## src/nes_glue_settings.svh

```systemverilog
////////////////////////////////////////////////////////////
// nes glue settings
// bus widths and the mappers that carry expansion audio
////////////////////////////////////////////////////////////
`ifndef NES_GLUE_SETTINGS_SVH
`define NES_GLUE_SETTINGS_SVH

// cartridge side
`define NES_MEM_ADDR_W 22

// softcore side
`define NES_RV_ADDR_W 23   // byte address
`define NES_WORD_W    32

// sdram softcore port
`define NES_HALF_W    16

// mapper numbers with expansion audio
`define NES_MAPPER_VRC6A 8'd24
`define NES_MAPPER_VRC6B 8'd26
`define NES_MAPPER_N163  8'd19

`endif

```

## src/nes_mem_pkg.sv

```systemverilog
////////////////////////////////////////////////////////////
// memory side types
// cartridge port, softcore bus and the bridge FSM states
////////////////////////////////////////////////////////////
`include "nes_glue_settings.svh"

package nes_mem_pkg;

    // cartridge memory port
    typedef logic [`NES_MEM_ADDR_W-1:0] mem_addr_t;
    typedef logic [7:0]                 mem_byte_t;

    // softcore bus
    typedef logic [`NES_RV_ADDR_W-1:0]  rv_addr_t;
    typedef logic [`NES_HALF_W-1:0]     rv_half_t;
    typedef logic [`NES_WORD_W-1:0]     rv_word_t;
    typedef logic [`NES_WORD_W/8-1:0]   rv_strb_t;   // one per byte
    typedef logic [`NES_HALF_W/8-1:0]   half_ds_t;   // byte selects of a half

    // loader flags, mapper number in 7:0
    typedef logic [63:0]                mapper_flags_t;

    ////////////////////////////////////////////////////////////
    // bridge states
    ////////////////////////////////////////////////////////////
    typedef enum logic [2:0] {
        rv_idle,       // waiting for a new request
        rv_wait_lo,    // low half in flight
        rv_data_lo,    // capture low read half
        rv_wait_hi,    // high half in flight
        rv_data_hi     // read word complete
    } rv_state_t;

endpackage

```

## src/nes_pad_pkg.sv

```systemverilog
////////////////////////////////////////////////////////////
// controller side types
// analog pad receive bytes and NES button vectors
////////////////////////////////////////////////////////////

package nes_pad_pkg;

    // one receive byte of the analog pad, active low
    // byte 0 is L D R U START R3 L3 SELECT from bit 7 down
    // byte 1 is SQUARE X O TRIANGLE R1 L1 R2 L2 from bit 7 down
    typedef logic [7:0] pad_byte_t;

    // NES buttons, active high
    // R L D U START SELECT B A from bit 7 down to bit 0
    typedef logic [7:0] nes_buttons_t;

endpackage

```

## src/rv_mem_bridge.sv

```systemverilog
////////////////////////////////////////////////////////////
// softcore memory bridge
// turns 32-bit softcore requests into 16-bit sdram toggle
// requests and reassembles the read word
////////////////////////////////////////////////////////////
`timescale 1ns/10ps
`include "nes_glue_settings.svh"

module rv_mem_bridge (
    input  logic                  clk,
    input  logic                  sys_resetn,
    // softcore
    input  logic                  i_rv_valid,
    input  nes_mem_pkg::rv_addr_t i_rv_addr,
    input  nes_mem_pkg::rv_word_t i_rv_wdata,
    input  nes_mem_pkg::rv_strb_t i_rv_wstrb,
    output logic                  o_rv_ready,
    output nes_mem_pkg::rv_word_t o_rv_rdata,
    // sdram softcore port
    input  logic                  i_sd_req_ack,
    input  nes_mem_pkg::rv_half_t i_sd_dout,
    output logic                  o_sd_req,
    output logic [19:0]           o_sd_addr,
    output nes_mem_pkg::rv_half_t o_sd_din,
    output nes_mem_pkg::half_ds_t o_sd_ds,
    output logic                  o_sd_we
);
    import nes_mem_pkg::*;

    localparam int HW  = `NES_HALF_W;
    localparam int DSW = `NES_HALF_W / 8;

    rv_state_t rv_state;
    logic      rv_valid_r;
    logic      rv_new_req;     // edge seen while busy
    logic      rv_new_req_t;   // edge this cycle
    logic      rv_write;
    logic      rv_word;        // 0 low half, 1 high half
    logic      sd_done;
    half_ds_t  rv_ds;
    half_ds_t  strb_lo;
    half_ds_t  strb_hi;
    rv_half_t  rv_dout0;       // captured low read half

    assign rv_new_req_t = i_rv_valid & ~rv_valid_r;
    assign rv_write     = |i_rv_wstrb;
    assign sd_done      = (o_sd_req == i_sd_req_ack);
    assign strb_lo      = i_rv_wstrb[DSW-1:0];
    assign strb_hi      = i_rv_wstrb[2*DSW-1:DSW];

    // sdram request fields
    assign o_sd_addr  = {i_rv_addr[20:2], rv_word};
    assign o_sd_din   = rv_word ? i_rv_wdata[2*HW-1:HW] : i_rv_wdata[HW-1:0];
    assign o_sd_ds    = rv_ds;
    assign o_sd_we    = rv_write;
    assign o_rv_rdata = {i_sd_dout, rv_dout0};   // high half is live

    ////////////////////////////////////////////////////////////
    // request FSM
    ////////////////////////////////////////////////////////////
    always_ff @(posedge clk) begin
        if (!sys_resetn) begin
            rv_state   <= rv_idle;
            rv_valid_r <= 1'b0;
            rv_new_req <= 1'b0;
            rv_word    <= 1'b0;
            rv_ds      <= '0;
            o_sd_req   <= 1'b0;
            o_rv_ready <= 1'b0;
        end else begin
            o_rv_ready <= 1'b0;
            rv_valid_r <= i_rv_valid;
            if (rv_new_req_t)
                rv_new_req <= 1'b1;

            case (rv_state)
                rv_idle: begin
                    if (rv_new_req || rv_new_req_t) begin
                        rv_new_req <= 1'b0;
                        o_sd_req   <= ~o_sd_req;
                        if (rv_write && strb_lo == '0) begin
                            // upper half only
                            rv_word  <= 1'b1;
                            rv_ds    <= strb_hi;
                            rv_state <= rv_wait_hi;
                        end else begin
                            rv_word  <= 1'b0;
                            rv_ds    <= rv_write ? strb_lo : '1;
                            rv_state <= rv_wait_lo;
                        end
                    end
                end

                rv_wait_lo: begin
                    if (sd_done) begin
                        if (rv_write && strb_hi == '0) begin
                            // lower half only, done
                            o_rv_ready <= 1'b1;
                            rv_state   <= rv_idle;
                        end else begin
                            o_sd_req <= ~o_sd_req;   // second half
                            rv_word  <= 1'b1;
                            rv_ds    <= rv_write ? strb_hi : '1;
                            rv_state <= rv_write ? rv_wait_hi : rv_data_lo;
                        end
                    end
                end

                rv_data_lo: rv_state <= rv_wait_hi;

                rv_wait_hi: begin
                    if (sd_done) begin
                        if (rv_write) begin
                            o_rv_ready <= 1'b1;
                            rv_state   <= rv_idle;
                        end else begin
                            rv_state <= rv_data_hi;
                        end
                    end
                end

                rv_data_hi: begin
                    o_rv_ready <= 1'b1;
                    rv_state   <= rv_idle;
                end

                default: rv_state <= rv_idle;
            endcase
        end
    end

    // low half is held by the sdram one cycle past its ack
    always_ff @(posedge clk) begin
        if (rv_state == rv_data_lo)
            rv_dout0 <= i_sd_dout;
    end

endmodule

```

## src/cart_mem_arbiter.sv

```systemverilog
////////////////////////////////////////////////////////////
// cartridge memory arbiter
// loader or cpu on the sdram cpu port, mapper flags,
// console reset and sdram phase reference
////////////////////////////////////////////////////////////
`timescale 1ns/10ps
`include "nes_glue_settings.svh"

module cart_mem_arbiter (
    input  logic                       clk,
    input  logic                       sys_resetn,
    // rom loader
    input  logic                       i_loading,
    input  logic                       i_loader_write,
    input  nes_mem_pkg::mem_addr_t     i_loader_addr,
    input  nes_mem_pkg::mem_byte_t     i_loader_data,
    input  logic                       i_loader_done,
    input  nes_mem_pkg::mapper_flags_t i_loader_flags,
    // cpu
    input  nes_mem_pkg::mem_addr_t     i_cpu_addr,
    input  logic                       i_cpu_read,
    input  logic                       i_cpu_write,
    input  nes_mem_pkg::mem_byte_t     i_cpu_dout,
    // sdram cpu port
    output nes_mem_pkg::mem_addr_t     o_mem_addr,
    output nes_mem_pkg::mem_byte_t     o_mem_din,
    output logic                       o_mem_oe,
    output logic                       o_mem_we,
    // console
    output nes_mem_pkg::mapper_flags_t o_mapper_flags,
    output logic                       o_ext_audio,
    output logic                       o_loader_reset,
    output logic                       o_reset_nes,
    output logic                       o_clkref
);
    import nes_mem_pkg::*;

    logic      loading_r;
    logic      loader_write_r;
    logic      loader_we;        // stretched to two cycles
    mem_addr_t loader_addr_mem;
    mem_byte_t loader_data_mem;
    logic [7:0] mapper_num;

    assign o_loader_reset = i_loading & ~loading_r;

    // port select
    assign o_mem_addr = i_loading ? loader_addr_mem : i_cpu_addr;
    assign o_mem_din  = i_loading ? loader_data_mem : i_cpu_dout;
    assign o_mem_oe   = ~i_loading & i_cpu_read;
    assign o_mem_we   = loader_we | i_cpu_write;

    assign mapper_num  = o_mapper_flags[7:0];
    assign o_ext_audio = (mapper_num == `NES_MAPPER_N163) |
                         (mapper_num == `NES_MAPPER_VRC6A) |
                         (mapper_num == `NES_MAPPER_VRC6B);

    ////////////////////////////////////////////////////////////
    // loader writes and flags
    ////////////////////////////////////////////////////////////
    always_ff @(posedge clk) begin
        if (!sys_resetn) begin
            loading_r      <= 1'b0;
            loader_write_r <= 1'b0;
            loader_we      <= 1'b0;
            o_mapper_flags <= '0;
        end else begin
            loading_r      <= i_loading;
            loader_write_r <= i_loader_write;
            loader_we      <= i_loader_write | loader_write_r;
            if (i_loader_done)
                o_mapper_flags <= i_loader_flags;
        end
    end

    always_ff @(posedge clk) begin
        if (i_loader_write) begin
            loader_addr_mem <= i_loader_addr;
            loader_data_mem <= i_loader_data;
        end
    end

    // console reset follows the download, clkref realigns on release
    always_ff @(posedge clk) begin
        if (!sys_resetn) begin
            o_reset_nes <= 1'b1;
            o_clkref    <= 1'b0;
        end else begin
            o_clkref <= ~o_clkref;
            if (~i_loading && loading_r) begin
                o_reset_nes <= 1'b0;
                o_clkref    <= 1'b1;
            end else if (i_loading && ~loading_r) begin
                o_reset_nes <= 1'b1;
            end
        end
    end

endmodule

```

## src/joypad_port.sv

```systemverilog
////////////////////////////////////////////////////////////
// joypad port, one player
// maps pad bytes to NES order and shifts them to the console
////////////////////////////////////////////////////////////
`timescale 1ns/10ps

module joypad_port (
    input  logic                      clk,
    input  logic                      sys_resetn,
    input  nes_pad_pkg::pad_byte_t    i_pad_rx0,
    input  nes_pad_pkg::pad_byte_t    i_pad_rx1,
    input  nes_pad_pkg::nes_buttons_t i_gamepad_buttons,
    input  logic                      i_joypad_strobe,
    input  logic                      i_joypad_clock,
    output nes_pad_pkg::nes_buttons_t o_buttons,
    output logic                      o_joypad_data
);
    import nes_pad_pkg::*;

    nes_buttons_t pad_buttons;
    nes_buttons_t joypad_bits;      // serial register, A at bit 0
    logic         joypad_clock_r;
    logic         joypad_clock_fall;

    ////////////////////////////////////////////////////////////
    // button mapping
    ////////////////////////////////////////////////////////////
    assign pad_buttons = ~{i_pad_rx0[5],    // R
                           i_pad_rx0[7],    // L
                           i_pad_rx0[6],    // D
                           i_pad_rx0[4],    // U
                           i_pad_rx0[3],    // START
                           i_pad_rx0[0],    // SELECT
                           i_pad_rx1[6],    // B from X
                           i_pad_rx1[5]};   // A from O

    assign o_buttons = pad_buttons | i_gamepad_buttons;

    ////////////////////////////////////////////////////////////
    // serial out
    ////////////////////////////////////////////////////////////
    assign joypad_clock_fall = ~i_joypad_clock & joypad_clock_r;
    assign o_joypad_data     = joypad_bits[0];

    always_ff @(posedge clk) begin
        if (!sys_resetn) begin
            joypad_clock_r <= 1'b0;
            joypad_bits    <= '1;
        end else begin
            joypad_clock_r <= i_joypad_clock;
            if (i_joypad_strobe)
                joypad_bits <= o_buttons;   // reload while strobed
            if (joypad_clock_fall)
                joypad_bits <= {1'b1, joypad_bits[7:1]};   // ones after 8 reads
        end
    end

endmodule

```

## src/nes_glue_top.sv

```systemverilog
////////////////////////////////////////////////////////////
// nes glue top level
// softcore bridge, cartridge arbiter and two joypad ports
////////////////////////////////////////////////////////////
`timescale 1ns/10ps

module nes_glue_top (
    input  logic                       clk,
    input  logic                       sys_resetn,
    // softcore
    input  logic                       i_rv_valid,
    input  nes_mem_pkg::rv_addr_t      i_rv_addr,
    input  nes_mem_pkg::rv_word_t      i_rv_wdata,
    input  nes_mem_pkg::rv_strb_t      i_rv_wstrb,
    output logic                       o_rv_ready,
    output nes_mem_pkg::rv_word_t      o_rv_rdata,
    // sdram softcore port
    input  logic                       i_sd_req_ack,
    input  nes_mem_pkg::rv_half_t      i_sd_dout,
    output logic                       o_sd_req,
    output logic [19:0]                o_sd_addr,
    output nes_mem_pkg::rv_half_t      o_sd_din,
    output nes_mem_pkg::half_ds_t      o_sd_ds,
    output logic                       o_sd_we,
    // rom loader and cpu
    input  logic                       i_loading,
    input  logic                       i_loader_write,
    input  nes_mem_pkg::mem_addr_t     i_loader_addr,
    input  nes_mem_pkg::mem_byte_t     i_loader_data,
    input  logic                       i_loader_done,
    input  nes_mem_pkg::mapper_flags_t i_loader_flags,
    input  nes_mem_pkg::mem_addr_t     i_cpu_addr,
    input  logic                       i_cpu_read,
    input  logic                       i_cpu_write,
    input  nes_mem_pkg::mem_byte_t     i_cpu_dout,
    output nes_mem_pkg::mem_addr_t     o_mem_addr,
    output nes_mem_pkg::mem_byte_t     o_mem_din,
    output logic                       o_mem_oe,
    output logic                       o_mem_we,
    output nes_mem_pkg::mapper_flags_t o_mapper_flags,
    output logic                       o_ext_audio,
    output logic                       o_loader_reset,
    output logic                       o_reset_nes,
    output logic                       o_clkref,
    // controllers
    input  nes_pad_pkg::pad_byte_t     i_pad_rx0_1,
    input  nes_pad_pkg::pad_byte_t     i_pad_rx1_1,
    input  nes_pad_pkg::nes_buttons_t  i_gamepad_buttons1,
    input  nes_pad_pkg::pad_byte_t     i_pad_rx0_2,
    input  nes_pad_pkg::pad_byte_t     i_pad_rx1_2,
    input  nes_pad_pkg::nes_buttons_t  i_gamepad_buttons2,
    input  logic                       i_joypad_strobe,
    input  logic [1:0]                 i_joypad_clock,
    output nes_pad_pkg::nes_buttons_t  o_buttons1,
    output nes_pad_pkg::nes_buttons_t  o_buttons2,
    output logic [1:0]                 o_joypad_data
);

    rv_mem_bridge u_bridge (
        .clk(clk), .sys_resetn(sys_resetn),
        .i_rv_valid(i_rv_valid), .i_rv_addr(i_rv_addr),
        .i_rv_wdata(i_rv_wdata), .i_rv_wstrb(i_rv_wstrb),
        .o_rv_ready(o_rv_ready), .o_rv_rdata(o_rv_rdata),
        .i_sd_req_ack(i_sd_req_ack), .i_sd_dout(i_sd_dout),
        .o_sd_req(o_sd_req), .o_sd_addr(o_sd_addr), .o_sd_din(o_sd_din),
        .o_sd_ds(o_sd_ds), .o_sd_we(o_sd_we)
    );

    cart_mem_arbiter u_arbiter (
        .clk(clk), .sys_resetn(sys_resetn),
        .i_loading(i_loading), .i_loader_write(i_loader_write),
        .i_loader_addr(i_loader_addr), .i_loader_data(i_loader_data),
        .i_loader_done(i_loader_done), .i_loader_flags(i_loader_flags),
        .i_cpu_addr(i_cpu_addr), .i_cpu_read(i_cpu_read),
        .i_cpu_write(i_cpu_write), .i_cpu_dout(i_cpu_dout),
        .o_mem_addr(o_mem_addr), .o_mem_din(o_mem_din),
        .o_mem_oe(o_mem_oe), .o_mem_we(o_mem_we),
        .o_mapper_flags(o_mapper_flags), .o_ext_audio(o_ext_audio),
        .o_loader_reset(o_loader_reset), .o_reset_nes(o_reset_nes),
        .o_clkref(o_clkref)
    );

    // player 1
    joypad_port u_joypad1 (
        .clk(clk), .sys_resetn(sys_resetn),
        .i_pad_rx0(i_pad_rx0_1), .i_pad_rx1(i_pad_rx1_1),
        .i_gamepad_buttons(i_gamepad_buttons1),
        .i_joypad_strobe(i_joypad_strobe), .i_joypad_clock(i_joypad_clock[0]),
        .o_buttons(o_buttons1), .o_joypad_data(o_joypad_data[0])
    );

    // player 2
    joypad_port u_joypad2 (
        .clk(clk), .sys_resetn(sys_resetn),
        .i_pad_rx0(i_pad_rx0_2), .i_pad_rx1(i_pad_rx1_2),
        .i_gamepad_buttons(i_gamepad_buttons2),
        .i_joypad_strobe(i_joypad_strobe), .i_joypad_clock(i_joypad_clock[1]),
        .o_buttons(o_buttons2), .o_joypad_data(o_joypad_data[1])
    );

endmodule

```

## config.mk

```make
export PLATFORM = sky130hd
export DESIGN_NAME = nes_glue_top
export DESIGN_NICKNAME = d
export VERILOG_FILES = /design/src/nes_mem_pkg.sv /design/src/nes_pad_pkg.sv /design/src/rv_mem_bridge.sv /design/src/cart_mem_arbiter.sv /design/src/joypad_port.sv /design/src/nes_glue_top.sv
export VERILOG_INCLUDE_DIRS = /design/src
export SDC_FILE = /design/constraint.sdc
export NUM_CORES = 1
export LEC_CHECK = 0
export BUFFER_PORTS_ARGS = -buffer_cell sky130_fd_sc_hd__buf_2
export CAP_MARGIN = 40
export CELL_PAD_IN_SITES_DETAIL_PLACEMENT = 0
export CELL_PAD_IN_SITES_GLOBAL_PLACEMENT = 1
export CORE_AREA = 2 2 176 178
export DETAILED_ROUTE_END_ITERATION = 8
export DIE_AREA = 0 0 178 180
export HOLD_SLACK_MARGIN = 0.1
export PLACE_DENSITY_LB_ADDON = 0.1
export SLEW_MARGIN = 40
export SYNTH_ARGS = -nofsm -noshare
export SYNTH_HDL_FRONTEND = slang
export SYNTH_SLANG_ARGS = --single-unit
export TNS_END_PERCENT = 50
```

## constraint.sdc

```tcl
create_clock -name clk -period 2.6 [get_ports clk]
set_input_delay 0.52 -clock clk [delete_from_list [all_inputs] [get_ports clk]]
set_output_delay 0.52 -clock clk [all_outputs]
set_load 0.1 [all_outputs]
```

# Word-level counts from Yosys, hierarchy flattened
# Cells that the tools add are included.
# Widths: inputs -> output; s select.
# classes
addsub	0
multipliers	0
n_div	0
order_cmp	0
n_eq_ne	12
shifts	0
muxes	42
bitwise	21
reduce_logical	17
# op_table
operator	n
$mux 7	4
$eq 8x5->1 const B	3
$mux 22	1
$mux 1	18
$mux 16	1
$not 8->8	2
$or 8x8->8	2
$mux 3	5
$mux 2	7
$pmux 3 s4	1
$mux 8	1
$not 1->1	8
$reduce_bool 2->1	4
$eq 3x2->1 const B	2
$ne 2x1->1 const B	3
$and 1x1->1	5
$logic_and 1x1->1	4
$logic_not 2->1	2
$or 1x1->1	4
$pmux 1 s2	2
$pmux 2 s2	1
$reduce_and 4->1	1
$reduce_or 2->1	2
$reduce_or 4->1	1
8 further kinds	8
# word_totals
register_bits	143
latch_bits	0
mem_bits_rw	0
mem_bits_ro	0
inputBits	259
output_inout_bits	191
elab_cells	114
memories	0

# Longest topological paths before layout
# logic_depth
word_depth	5
ltp_mapped	7
depth_no_buf	5

# By module
# A second synthesis with hierarchy kept.
# unflattened
hier_cells	525
area_unflattened_um2	6414.9
# by_module_without_submodules
module	instances	cells_per_inst	area_per_inst_um2	seq_area_each_um2
cart_mem_arbiter	1	293	3917.5	2282.2
rv_mem_bridge	1	128	1496.4	680.7
joypad_port	2	52	500.5	180.2

# Worst setup path after synthesis
# OpenSTA, ideal clock, no wires.
# synth_timing
path_kind	register to output
from	register u_arbiter.o_mapper_flags[3]
to	output port o_ext_audio
arrival_time_ns	4.190
required_time_ns	2.080
path_slack_ns	-2.110
stages_incl_launch_ff	3
path_buffers	0
cell_sequence	dfxtp_1 > mux2_2 > nor4_1
# synth_between
elab_chain_len	3
word_cells_on_any_way	5
classes_between	eq/ne (3); bitwise (2)
# synth_lines
element	line	source
start, declared	cart_mem_arbiter.sv:30	output nes_mem_pkg::mapper_flags_t o_mapper_flags,
start signal, assigned	cart_mem_arbiter.sv:72	o_mapper_flags <= i_loader_flags;
$eq 8x5->1 (no line)	n/a	
$or 1x1->1	cart_mem_arbiter.sv:54	assign o_ext_audio = (mapper_num == `NES_MAPPER_N163) |
$or 1x1->1 *	cart_mem_arbiter.sv:54	
end, declared	nes_glue_top.sv:41	output logic o_ext_audio,
# Every way passes the cells marked *; elsewhere a longest branch is shown, timed or not.

# Worst setup path after layout
# Ends and elaborated chain as after synthesis.

==> flow_metrics.py <==
metrics = {
    "min_path": {
        "hold_class": "in -> reg",
        "whs_path_depth": 1,
        "hold_start": "i_loader_addr[14]",
        "hold_path_end": "u_arbiter.loader_addr_mem[14]$_DFFE_PP_",
    },
    "logic_synthesis": {
        "syn_nets": 779,
        "syn-cell-area_sq_um": 6040,
        "yosysUniqueCellTypes": 39,
        "yosys_register_bits": 143,
        "yosysWarnings": 0,
        "synth.avg_cell_area_sq_um": 11.7,
        "synthCells": 518,
        "async_flop_share": 0,
        "synth-main-ff-cell": "dfxtp_1",
        "synth-edff-count": 46,
        "synth_seq_area_share": 0.550,
    },
    "routing": {
        "drtIter0Drc": 109,
        "drcViolationCount": 0,
        "num_vias": 5000,
        "via_per_inst": 3.89,
        "routed_wl_um": 20000,
        "wl_per_cell_um": 15.6,
        "ant_nets": 0,
        "firstDrtPassIters": 4,
    },
    "global_routing": {
        "grt_use_met2": 0.211,
        "antenna_found_initial": 3,
        "grt_pass1_vias": 4944,
        "grt_use_met3": 0.0461,
        "grt_max_degree": 50,
        "met1_usage": 0.133,
        "grt_remaining_overflow": 0,
        "grt_pass1_wl_um": 29000,
        "grt_usage": 0.121,
        "gr-max-usage-layer": "met2",
    },
    "critical_path": {
        "cp_cell_sequence": "mux2_2 -> nor4_4 -> buf_2",
        "cpPeakStageDelay_ns": 0.47,
        "setup.worst_path.start_class": "flip-flop",
        "worstPathMaxFanout": 3,
        "arrival_ns": 1.79,
        "end_kind": "primary output",
        "required_ns": 2.08,
        "rrSetupSlack_ns": 1.17,
        "cp_slowest_cell": "buf_2",
        "r2r-start": "u_bridge.o_sd_req$_SDFFE_PN0P_",
        "r2r_cells": 4,
        "r2r_end": "u_bridge.o_rv_ready$_SDFF_PN0_",
        "critPathKind": "reg -> out",
    },
    "cells_and_area": {
        "final_nets": 1135,
        "synthToLayoutAreaGrowth_pct": 46.4,
        "multiInputGateArea_sq_um": 2310,
        "drive_gt1_frac": 0.504,
        "n_fill_cell": 3218,
        "regArea_sq_um": 3330,
    },
    "cts": {
        "cts_resized": 0,
        "clk_latency_ns": 0.42,
        "cts_sinks": 143,
        "post_cts_buffers": 0,
        "htreeDepth": 4,
        "clkTransAtPathRegs_ns": 0.07,
        "cts_inserted_buffers": 17,
        "cts-root-buf": "clkbuf_16",
        "clockBufferDepth": 2,
        "cts_hold_buf": 0,
        "cts_tree": "done",
    },
    "flow_run": {
        "maxCapViolations": 0,
    },
    "floorplanning": {
        "coreArea_sq_um": 30200,
        "fp.dieW_um": 178,
        "rows": 64,
        "num_io_pins": 450,
        "die_h_um": 180,
        "die_area_sq_um": 32000,
        "start_util": 0.200,
    },
    "timing": {
        "finalWorstSetupSlack_ns": 0.293,
        "slew_viol_final": 0,
        "rsz0062_at_grt": "no",
        "hold_viol": 0,
        "fin_crit_sh": 0.887,
        "slew_headroom": 0.648,
        "fmax_mhz": 434,
        "final-setup-viol-count": 0,
        "fin_skew_ns": 0.0108,
        "finalCriticalPeriod_ns": 2.31,
        "worst_pin_slew_ns": 0.532,
    },
    "power_and_ir_drop": {
        "power_density_nw_per_um2": 832,
        "leakage_uw": 0.00423,
        "power_uw": 7350,
        "ir_worst_vdd_v": 0.000309,
    },
    "outcome": {
        "status": "finished, final reports clean",
    },
    "placement": {
        "place.gp.congestion": 0.707,
        "io_buffer_count": 391,
        "pre_cts_ws_ns": 0.503,
        "dp_hpwl_um": 15400,
    },
}
-- cells in the mapped netlist, types with 3 or more instances --
cell | count | area, sq um
inv_1 | 4 | 15.0
mux2i_1 | 84 | 841
buf_4 | 38 | 285
nor2_1 | 78 | 293
and2_1 | 4 | 25.0
buf_2 | 13 | 65.1
nor2b_1 | 5 | 31.3
a21oi_1 | 3 | 15.0
dfxtp_1 | 97 | 1940
clkbuf_1 | 13 | 48.8
o211ai_1 | 14 | 105
edfxtp_1 | 46 | 1380
mux2_1 | 46 | 518
nand2b_1 | 18 | 113
nand2_1 | 24 | 90.1
-- metal layers --
| metal | up-vias | wire length, um |
|---|---|---|
| met5 | - | 13 |
| met4 | 2 | 263 |
| met3 | 24 | 1910 |
| li1 | 2479 | - |
| met1 | 2265 | 7980 |
| met2 | 230 | 9850 |
-- through the flow --
stage,TNS [ns],hold slack [ns],util,std cells,instance area [sq um]
finish,0,0.274,0.293,1285,8840
floorplan,-0.0838,0.415,-,518,6060
detailed placement,0,0.426,0.274,1251,8260
CTS,0,0.244,0.293,1283,8830
global placement,0,0.422,0.274,1251,8260
global route,0,0.238,0.293,1285,8840
-- sequential cells by signal, summed over array words and instances (netlist names), 2 cells and up --
register / flops
u_arbiter.loader_addr_mem: 22
u_arbiter.loader_data_mem: 8
u_arbiter.o_mapper_flags: 64
u_bridge.o_sd_ds: 2
u_bridge.rv_dout0: 16
u_bridge.rv_state: 3
u_joypad1.joypad_bits: 8
u_joypad2.joypad_bits: 8
-- logic make-up after synthesis --
logic type                 after synthesis  share of synthesized area
and+or+nand+nor                        140                      0.104
muxes                                  131                      0.227
buffers and inverters                   71                     0.0704
DFF                                    143                      0.550
adders and majority gates                2                    0.00414
xor gates and xnor gates                 2                    0.00414
AOI/OAI and AO/OA                       29                     0.0400
-- cells in the final DEF, fill, tap and decap left out, types with 2 or more instances in the layout --
cell type	netlist	final
a2111o_1	2	2
a21o_1	2	2
a21oi_1	3	3
and2_1	4	4
buf_12	0	4
buf_2	13	389
buf_4	38	10
clkbuf_16	0	17
clkinvlp_4	0	3
dfxtp_1	97	94
dfxtp_2	0	3
diode_2	0	2
edfxtp_1	46	46
ha_1	2	2
inv_1	4	4
inv_6	0	5
inv_8	0	2
mux2_1	46	46
mux2i_1	84	84
nand2_1	24	24
nand2b_1	18	18
nor2_1	78	78
nor2b_1	5	4
nor3_1	2	2
nor3b_2	1	2
o211ai_1	14	14
o21bai_1	2	2
or2_1	2	2
-- worst max-delay path by stage --
stage / from / endpoint / slack (ns) / cells after the start
floorplan: u_arbiter.o_mapper_flags[4]$_SDFFE_PN0P_ / o_ext_audio / -0.08 / 2
global placement: i_loading / o_mem_din[1] / 0.50 / 4
detailed placement: i_loading / o_mem_din[1] / 0.50 / 4
CTS: u_arbiter.o_mapper_flags[3]$_SDFFE_PN0P_ / o_ext_audio / 0.25 / 3
global route: u_arbiter.o_mapper_flags[3]$_SDFFE_PN0P_ / o_ext_audio / 0.22 / 3
finish: u_arbiter.o_mapper_flags[3]$_SDFFE_PN0P_ / o_ext_audio / 0.29 / 3
-- report_power, final --
part	switching, uW	leakage, uW	total [uW]	internal (uW)
logic	1890	0.00271	2360	473
clock network	1090	0.000275	2440	1350
registers	75.3	0.00124	2550	2480
total	3050	0.00423	7350	4300
-- area by class of cell --
type / instances / share of cell area
sequential: 143 / 0.376
multi-input combinational: 304 / 0.262
timing repair buffer: 403 / 0.238
tap: 396 / 0.0561
clock buffer: 17 / 0.0481
clock inverter: 15 / 0.0173
inverter: 5 / 0.00212
antenna: 2 / 0.000566
-- worst max-delay path: cells and delay by family, from the launching register on --
family	cells	cell delay (ns)
DFF	1	0.34
and+or+nand+nor	1	0.20
muxes	1	0.36
buffers and inverters	1	0.47
Power figures use the tool's default switching activity.
